==> config.mk <==
export PLATFORM = sky130hd
export DESIGN_NAME = board_ctrl_top
export DESIGN_NICKNAME = d
export VERILOG_FILES = /design/src/hw/board_pkg.sv /design/src/hw/board_ctrl_top.sv /design/src/hw/event_capture.sv /design/src/hw/reset_pulse_gen.sv /design/src/hw/reset_req_regs.sv /design/src/hw/key_debounce.sv
export SDC_FILE = /design/constraint.sdc
export NUM_CORES = 1
export LEC_CHECK = 0
export BUFFER_PORTS_ARGS = -buffer_cell sky130_fd_sc_hd__buf_2
export CELL_PAD_IN_SITES_DETAIL_PLACEMENT = 0
export CELL_PAD_IN_SITES_GLOBAL_PLACEMENT = 1
export CORE_MARGIN = 2
export CORE_UTILIZATION = 39
export DETAILED_ROUTE_END_ITERATION = 8
export PLACE_DENSITY_LB_ADDON = 0.05
export SETUP_SLACK_MARGIN = 0.15
export SLEW_MARGIN = 20
export SYNTH_ARGS = -nofsm -noshare
export SYNTH_HDL_FRONTEND = slang
export SYNTH_SLANG_ARGS = --single-unit
==> constraint.sdc <==
create_clock -name fpga_clk_50 -period 2.3 [get_ports fpga_clk_50]
set_input_delay 0.115 -clock fpga_clk_50 [delete_from_list [all_inputs] [get_ports fpga_clk_50]]
set_output_delay 0.115 -clock fpga_clk_50 [all_outputs]
set_load 0.05 [all_outputs]
==> src/hw/board_pkg.sv <==
/* shared register map, timing constants and bus/event structs for the board control logic.
   import into any module that touches the Wishbone port, the reset channels or the trace word */

package board_pkg;

  // ========================================
  // reset request channels
  // ========================================
  localparam int NUM_RESET_CH = 3;  // cold = 0, warm = 1, debug = 2

  // pulse width per channel, in fpga_clk_50 cycles
  localparam int PULSE_EXT_TABLE [NUM_RESET_CH] = '{6, 2, 32};
  localparam int MAX_PULSE_EXT = 32;  // sizes the stretch counter

  // ========================================
  // board inputs
  // ========================================
  localparam int NUM_KEYS = 2;  // active-low push buttons
  localparam int NUM_SW   = 4;  // slide switches

  // 1 ms at 50 MHz
  localparam int DEBOUNCE_CYCLES_DEFAULT = 50000;

  // ========================================
  // Wishbone register map
  // ========================================
  localparam int WB_ADDR_W = 2;   // word address
  localparam int WB_DATA_W = 32;

  localparam int REG_REQ    = 0;  // rw, request levels
  localparam int REG_FIRED  = 1;  // r, w1c sticky flags
  localparam int REG_INPUTS = 2;  // ro, {sw, keys}

  // one bit per channel, cold in bit 0
  typedef struct packed {
    logic debug;
    logic warm;
    logic cold;
  } reset_req_t;

  // master to slave
  typedef struct packed {
    logic                 cyc;
    logic                 stb;
    logic                 we;
    logic [WB_ADDR_W-1:0] adr;
    logic [WB_DATA_W-1:0] dat_w;
  } wb_req_t;

  // slave to master
  typedef struct packed {
    logic                 ack;
    logic [WB_DATA_W-1:0] dat_r;
  } wb_rsp_t;

  // 28-bit hardware event word for the trace module
  typedef struct packed {
    logic [18:0]         pad;          // always zero
    logic [NUM_SW-1:0]   sw;
    reset_req_t          reset_pulse;  // took the old LED field
    logic [NUM_KEYS-1:0] keys;         // debounced, active low
  } stm_events_t;

endpackage
==> src/hw/board_ctrl_top.sv <==
/* board-side control logic top: key debounce, Wishbone reset request registers,
   per-channel pulse stretchers and the event capture stage */

`timescale 1ns/1ps

module board_ctrl_top #(
  parameter int DEBOUNCE_CYCLES = board_pkg::DEBOUNCE_CYCLES_DEFAULT
) (
  input  logic                           fpga_clk_50,
  input  logic                           rst_n,
  input  logic [board_pkg::NUM_KEYS-1:0] key,
  input  logic [board_pkg::NUM_SW-1:0]   sw,
  input  board_pkg::wb_req_t             wb_req,
  output board_pkg::wb_rsp_t             wb_rsp,
  output board_pkg::reset_req_t          reset_req_n,
  output board_pkg::stm_events_t         stm_events
);

  import board_pkg::*;

  logic [NUM_KEYS-1:0] keys_db;    // debounced, active low
  reset_req_t          req_level;  // from REG_REQ
  reset_req_t          fired_clr;  // w1c strobe
  reset_req_t          fired;      // sticky flags for readback
  wire reset_req_t     pulses;     // one driver per channel bit

  // ========================================
  // input conditioning and registers
  // ========================================
  key_debounce #(
    .DEBOUNCE_CYCLES (DEBOUNCE_CYCLES)
  ) u_key_debounce (
    .fpga_clk_50 (fpga_clk_50),
    .rst_n       (rst_n),
    .keys_raw    (key),
    .keys_db     (keys_db)
  );

  reset_req_regs u_regs (
    .fpga_clk_50 (fpga_clk_50),
    .rst_n       (rst_n),
    .wb_req      (wb_req),
    .wb_rsp      (wb_rsp),
    .keys_db     (keys_db),
    .sw          (sw),
    .fired       (fired),
    .req_level   (req_level),
    .fired_clr   (fired_clr)
  );

  // ========================================
  // cold / warm / debug stretchers
  // ========================================
  for (genvar ch = 0; ch < NUM_RESET_CH; ch++) begin : g_pulse
    reset_pulse_gen #(
      .PULSE_EXT (PULSE_EXT_TABLE[ch])  // 6, 2, 32
    ) u_pulse (
      .fpga_clk_50 (fpga_clk_50),
      .rst_n       (rst_n),
      .req         (req_level[ch]),
      .pulse       (pulses[ch])
    );
  end

  event_capture u_capture (
    .fpga_clk_50 (fpga_clk_50),
    .rst_n       (rst_n),
    .pulses      (pulses),
    .fired_clr   (fired_clr),
    .keys_db     (keys_db),
    .sw          (sw),
    .fired       (fired),
    .reset_req_n (reset_req_n),
    .stm_events  (stm_events)
  );

endmodule

==> src/hw/event_capture.sv <==
/* registers the active-low reset request outputs, keeps the sticky fired flags
   and builds the trace event word from switches, keys and reset pulses */

`timescale 1ns/1ps

module event_capture (
  input  logic                           fpga_clk_50,
  input  logic                           rst_n,
  input  board_pkg::reset_req_t          pulses,
  input  board_pkg::reset_req_t          fired_clr,
  input  logic [board_pkg::NUM_KEYS-1:0] keys_db,
  input  logic [board_pkg::NUM_SW-1:0]   sw,
  output board_pkg::reset_req_t          fired,
  output board_pkg::reset_req_t          reset_req_n,
  output board_pkg::stm_events_t         stm_events
);

  import board_pkg::*;

  reset_req_t  fired_q;  // sticky per channel
  reset_req_t  req_n_q;  // to the SoC, active low
  stm_events_t ev_q;

  // ========================================
  // reset outputs and fired flags
  // ========================================
  always_ff @(posedge fpga_clk_50) begin
    if (!rst_n) begin
      req_n_q <= '1;  // nothing requested
      fired_q <= '0;
    end else begin
      req_n_q <= reset_req_t'(~pulses);
      // set wins over a clear in the same cycle
      fired_q <= reset_req_t'((fired_q & ~fired_clr) | pulses);
    end
  end

  // ========================================
  // trace event word
  // ========================================
  always_ff @(posedge fpga_clk_50) begin
    if (!rst_n) begin
      ev_q.pad         <= '0;
      ev_q.sw          <= '0;
      ev_q.reset_pulse <= '0;
      ev_q.keys        <= '1;  // keys released
    end else begin
      ev_q.pad         <= '0;
      ev_q.sw          <= sw;
      ev_q.reset_pulse <= pulses;   // active high here
      ev_q.keys        <= keys_db;
    end
  end

  assign fired       = fired_q;
  assign reset_req_n = req_n_q;
  assign stm_events  = ev_q;

endmodule

==> src/hw/reset_pulse_gen.sv <==
/* turns a rising edge of req into a pulse exactly PULSE_EXT cycles wide;
   edges that arrive while the pulse is running are dropped */

`timescale 1ns/1ps

module reset_pulse_gen #(
  parameter int PULSE_EXT = board_pkg::MAX_PULSE_EXT
) (
  input  logic fpga_clk_50,
  input  logic rst_n,
  input  logic req,
  output logic pulse
);

  import board_pkg::*;

  // counter sized for the widest channel
  localparam int CNT_W = $clog2(MAX_PULSE_EXT + 1);

  logic             req_q;    // previous request level
  logic             rise;
  logic             busy;
  logic [CNT_W-1:0] remain;   // cycles left in the pulse

  assign rise = req & ~req_q;
  assign busy = (remain != '0);

  // ========================================
  // edge detect and down counter
  // ========================================
  always_ff @(posedge fpga_clk_50) begin
    if (!rst_n) begin
      req_q  <= 1'b0;
      remain <= '0;
    end else begin
      req_q <= req;
      if (busy) begin
        remain <= remain - 1'b1;  // new edges ignored here
      end else if (rise) begin
        remain <= CNT_W'(PULSE_EXT);  // load only when idle
      end
    end
  end

  // high for PULSE_EXT cycles after the load
  assign pulse = busy;

endmodule

==> src/hw/reset_req_regs.sv <==
/* Wishbone classic slave with the reset request register, the w1c fired flags
   and a readback of keys and switches; one registered ack per bus cycle */

`timescale 1ns/1ps

module reset_req_regs (
  input  logic                           fpga_clk_50,
  input  logic                           rst_n,
  input  board_pkg::wb_req_t             wb_req,
  output board_pkg::wb_rsp_t             wb_rsp,
  input  logic [board_pkg::NUM_KEYS-1:0] keys_db,
  input  logic [board_pkg::NUM_SW-1:0]   sw,
  input  board_pkg::reset_req_t          fired,
  output board_pkg::reset_req_t          req_level,
  output board_pkg::reset_req_t          fired_clr
);

  import board_pkg::*;

  logic                 ack_q;     // registered ack
  logic                 access;    // first cycle of a bus cycle
  logic                 wr_en;
  reset_req_t           req_q;     // request levels
  reset_req_t           clr_q;     // one-cycle clear strobe
  logic [WB_DATA_W-1:0] rd_data;

  // ========================================
  // bus handshake and writes
  // ========================================
  assign access = wb_req.cyc & wb_req.stb & ~ack_q;  // not yet acked
  assign wr_en  = access & wb_req.we;

  always_ff @(posedge fpga_clk_50) begin
    if (!rst_n) begin
      ack_q <= 1'b0;
      req_q <= '0;
      clr_q <= '0;
    end else begin
      ack_q <= access;  // ack lasts one cycle
      clr_q <= '0;      // strobe by default
      if (wr_en && wb_req.adr == WB_ADDR_W'(REG_REQ)) begin
        req_q <= reset_req_t'(wb_req.dat_w[NUM_RESET_CH-1:0]);
      end
      // write 1 to clear, handled in event_capture
      if (wr_en && wb_req.adr == WB_ADDR_W'(REG_FIRED)) begin
        clr_q <= reset_req_t'(wb_req.dat_w[NUM_RESET_CH-1:0]);
      end
      // REG_INPUTS and unmapped words drop writes
    end
  end

  // ========================================
  // read mux
  // ========================================
  always_comb begin
    rd_data = '0;  // unmapped reads zero
    case (wb_req.adr)
      WB_ADDR_W'(REG_REQ): begin
        rd_data[NUM_RESET_CH-1:0] = req_q;
      end
      WB_ADDR_W'(REG_FIRED): begin
        rd_data[NUM_RESET_CH-1:0] = fired;
      end
      WB_ADDR_W'(REG_INPUTS): begin
        rd_data[NUM_SW+NUM_KEYS-1:0] = {sw, keys_db};  // keys in 1:0
      end
      default: begin
        rd_data = '0;
      end
    endcase
  end

  // ack drops as soon as the master lets go of cyc or stb
  always_comb begin
    wb_rsp.ack   = ack_q & wb_req.cyc & wb_req.stb;
    wb_rsp.dat_r = wb_rsp.ack ? rd_data : '0;  // valid with ack only
  end

  assign req_level = req_q;
  assign fired_clr = clr_q;

endmodule

==> src/hw/key_debounce.sv <==
/* debounces the active-low push buttons; each bit only follows the raw input
   after it has held a new value for DEBOUNCE_CYCLES consecutive clocks */

`timescale 1ns/1ps

module key_debounce #(
  parameter int DEBOUNCE_CYCLES = board_pkg::DEBOUNCE_CYCLES_DEFAULT
) (
  input  logic                          fpga_clk_50,
  input  logic                          rst_n,
  input  logic [board_pkg::NUM_KEYS-1:0] keys_raw,
  output logic [board_pkg::NUM_KEYS-1:0] keys_db
);

  import board_pkg::*;

  // counter must hold DEBOUNCE_CYCLES-1
  localparam int CNT_W = $clog2(DEBOUNCE_CYCLES + 1);

  logic [CNT_W-1:0]    stable_cnt [NUM_KEYS];  // cycles raw has differed
  logic [NUM_KEYS-1:0] keys_q;                 // debounced state

  // ========================================
  // per-key stability counter
  // ========================================
  always_ff @(posedge fpga_clk_50) begin
    if (!rst_n) begin
      keys_q <= '1;  // released
      for (int i = 0; i < NUM_KEYS; i++) begin
        stable_cnt[i] <= '0;
      end
    end else begin
      for (int i = 0; i < NUM_KEYS; i++) begin
        if (keys_raw[i] == keys_q[i]) begin
          stable_cnt[i] <= '0;  // glitch over, start again
        end else if (stable_cnt[i] == CNT_W'(DEBOUNCE_CYCLES - 1)) begin
          // held long enough
          keys_q[i]     <= keys_raw[i];
          stable_cnt[i] <= '0;
        end else begin
          stable_cnt[i] <= stable_cnt[i] + 1'b1;
        end
      end
    end
  end

  assign keys_db = keys_q;

endmodule

==> flow_metrics.env <==
export IMPL_criticalPathCategory="reg2reg"
export IMPL_holdWs_ns=0.0302
export IMPL_synth_compound_area_share_pct=4.36
export IMPL_ys_flop_type="dfxtp_1"
export IMPL_syn_area_per_cell_um2=9.64
export IMPL_cp_max_fo=8
export IMPL_antenna_found_initial=0
export IMPL_fin_ws_ns=0.233
export IMPL_synth_distinct_cells=40
export IMPL_r2r_slack_ns=0.23
export IMPL_synth_fa_ha_area_share_pct=1.61
export IMPL_die_w_um=104
export IMPL_vias=2687
export IMPL_clk_latency_ns=0.34
export IMPL_ys_ff_latch=77
export IMPL_io_pins=109
export IMPL_drt_total_wl_mm=6.65
export IMPL_die_area_um2=10700
export IMPL_coreArea_um2=9730
export IMPL_synth_edf_count=32
export IMPL_cts_root_buf="clkbuf_8"
export IMPL_clock_sinks=77
export IMPL_yosys_area_share_simple_pct=24.2
export IMPL_status="finished clean"
export IMPL_insertedDiodeCount=0
export IMPL_critPathRequiredTime_ns=2.40
export IMPL_cp_slowest_stage_delay_ns=0.59
export IMPL_grt_ovfl_total=0
export IMPL_power_density_nw_per_um2=936
export IMPL_drive_gt1_share_pct=12.7
export IMPL_dr_pass1_iters=4
export IMPL_finalSetupViolations=0
export IMPL_mappedNetlistArea_um2=3870
export IMPL_skew_ns=0.00949
export IMPL_numCtsBuffers=9
export IMPL_start_util_pct=39.8
export IMPL_post_place_ws_ns=0.188
export IMPL_max_cap_violations=0
export IMPL_peakVddDrop_uv=518
export IMPL_finalMaxSlewViolations=0
export IMPL_syn_inst=402
export IMPL_hold_path_class="in2reg"
export IMPL_grt_total_usage_pct=13.0
export IMPL_post_cts_setup_buffer_count=0
export IMPL_post_dp_hpwl_mm=4.71
export IMPL_yosys_area_share_xor_xnor_pct=7.68
export IMPL_die_y_um=104
export IMPL_clkSlewWorstSetupHoldPaths_ns=0.07
export IMPL_synth_top_family_by_area="simple AND/OR/NAND/NOR gates"
export IMPL_htree_levels=3
export IMPL_nets=533
export IMPL_drc_errors=0
export IMPL_seq_area_frac_synth_pct=48.0
export IMPL_cts_buffer_depth=2
export IMPL_synthMuxAreaShare_pct=2.32
export IMPL_wl_per_cell_um=10.7
export IMPL_tns_ns=0
export IMPL_drtIter0Drc=47
export IMPL_ys_warn_count=0
export IMPL_start_kind="register"
export IMPL_fp_row_count=36
export IMPL_crit_chain="or4b_1, or4_4, nand3_4, nor2_1"
export IMPL_power_leakage_nw=1.89
export IMPL_port_buffers=34
export IMPL_async_flop_share_pct=0
export IMPL_grt_setup_unrepaired="true"
export IMPL_end_kind="register"
export IMPL_crit_arrival_ns=2.16
export IMPL_max_freq_mhz=484
export IMPL_antenna_left=0
export IMPL_grt_pass1_wl_mm=11.3
export IMPL_slowest_stage="or4_4"
export IMPL_place_congestion=0.736
export IMPL_grt_pass1_vias=2498
export IMPL_area_growth_pct=15.1
export IMPL_grt_max_degree=18
export IMPL_period_share_pct=89.9
export IMPL_final_core_util_pct=45.8
export IMPL_layout_min_cycle_time_ns=2.07
export IMPL_cts_tree="done"
export IMPL_avgViaCountPerCell=4.33
export IMPL_timing_hold_violations_final=0
-- flip-flops by register name, summed over array words and instances, names as in the netlist --
signal,cells
u_key_debounce.stable_cnt,32
g_pulse.u_pulse.remain,18
u_capture.stm_events,9
g_pulse.u_pulse.req_q,3
u_capture.fired,3
u_capture.reset_req_n,3
u_regs.fired_clr,3
u_regs.req_level,3
u_key_debounce.keys_db,2
u_regs.ack_q,1
-- Yosys cell counts, types with 4 or more instances --
master     n  area, µm²
and2_1    17        106
a21boi_0   4       30.0
dfxtp_1   45        901
clkbuf_1   5       18.8
nand2b_1  12       75.1
o21ai_0    6       30.0
ha_1       5       62.6
a21oi_1    5       25.0
xnor2_1   27        236
nor2_1    56        210
nand3_1   13       65.1
o211a_1    4       40.0
nor3_1    14       70.1
xor2_1     7       61.3
edfxtp_1  32        961
buf_4     46        345
nor2b_1   10       62.6
nand4_1    6       37.5
inv_1     18       67.6
o21a_1     5       37.5
nand2_1   28        105
nor4_1     6       37.5
mux2i_1    9       90.1
-- layout make-up --
class | count | area (µm²)
timing repair buffer | 47 | 285
clock buffer | 11 | 153
tap | 133 | 166
inverter | 18 | 67.6
clock inverter | 5 | 57.6
multi-input combinational | 330 | 1870
sequential | 77 | 1860
fill | 972 | 5270
-- stage by stage --
stage / cells / cell area, µm² / power (mW)
after global placement: 597 / 4160 / 3.11
after global routing: 621 / 4460 / 4.47
after CTS: 620 / 4440 / 4.23
after detailed placement: 597 / 4160 / 3.14
after floorplan: 477 / 4160 / 2.95
final: 621 / 4460 / 4.18
-- cells by family (layout without fill, tap and decap cells) --
| group | Yosys count | in the layout |
|---|---|---|
| AND/OR/NAND/NOR | 179 | 180 |
| flip-flops | 77 | 77 |
| buffers and inverters | 71 | 81 |
| XOR/XNOR | 34 | 34 |
| AO/OA/AOI/OAI | 25 | 25 |
| multiplexers | 9 | 9 |
| adder cells (fa/ha/maj) | 5 | 5 |
| other | 2 | 77 |
-- worst max-delay path, delay by kind of cell (launching register included) --
kind	cells	cell delay, ns
and+or+nand+nor	4	1.40
DFF	1	0.43
-- path summary, 6_finish.rpt --
path                                                      start                          endpoint  cells past startpoint
worst max-delay path            u_key_debounce.stable_cnt[1][7]  u_key_debounce.stable_cnt[1][11]                      4
worst min-delay path                                     key[1]         u_key_debounce.keys_db[1]                      3
worst max register to register  u_key_debounce.stable_cnt[1][7]  u_key_debounce.stable_cnt[1][11]                      4
worst min register to register     g_pulse[2].u_pulse.remain[4]      g_pulse[2].u_pulse.remain[4]                      2
-- what timing repair did --
action,in CTS,in global routing
hold endpoints to repair,7,0
hold buffers,7,0
endpoints found under the setup margin,0,30
gates resized for setup,0,2
-- per-layer routing --
metal / wire length, µm / vias to the layer above / global-route usage, %
met5: 0 / - / 0
met2: 3190 / 47 / 21.2
li1: - / 1391 / -
met3: 218 / 7 / 3.02
met1: 3160 / 1242 / 16.5
met4: 82 / 0 / 5.50
-- placed cells by master (no fill, tap or decap), drive strengths merged, types with 2 or more instances in the layout --
master,count
conb,77
nor2,56
dfxtp,45
buf,40
edfxtp,32
nand2,28
xnor2,27
inv,18
and2,17
nand3,16
nor3,14
nand2b,12
clkbuf,11
nor2b,10
mux2i,9
xor2,7
dlygate4sd3,7
o21ai,6
nand4,6
nor4,6
a21oi,5
o21a,5
ha,5
or4b,5
o211a,4
a21boi,4
clkinv,4
or4,3
nand4bb,2
-- power by group --
group          total (mW)  switching [mW]  internal [mW]
logic                1.30           0.846          0.451
registers            1.82           0.162           1.66
clock network        1.06           0.494          0.568
(Power assumes the default switching activity.)
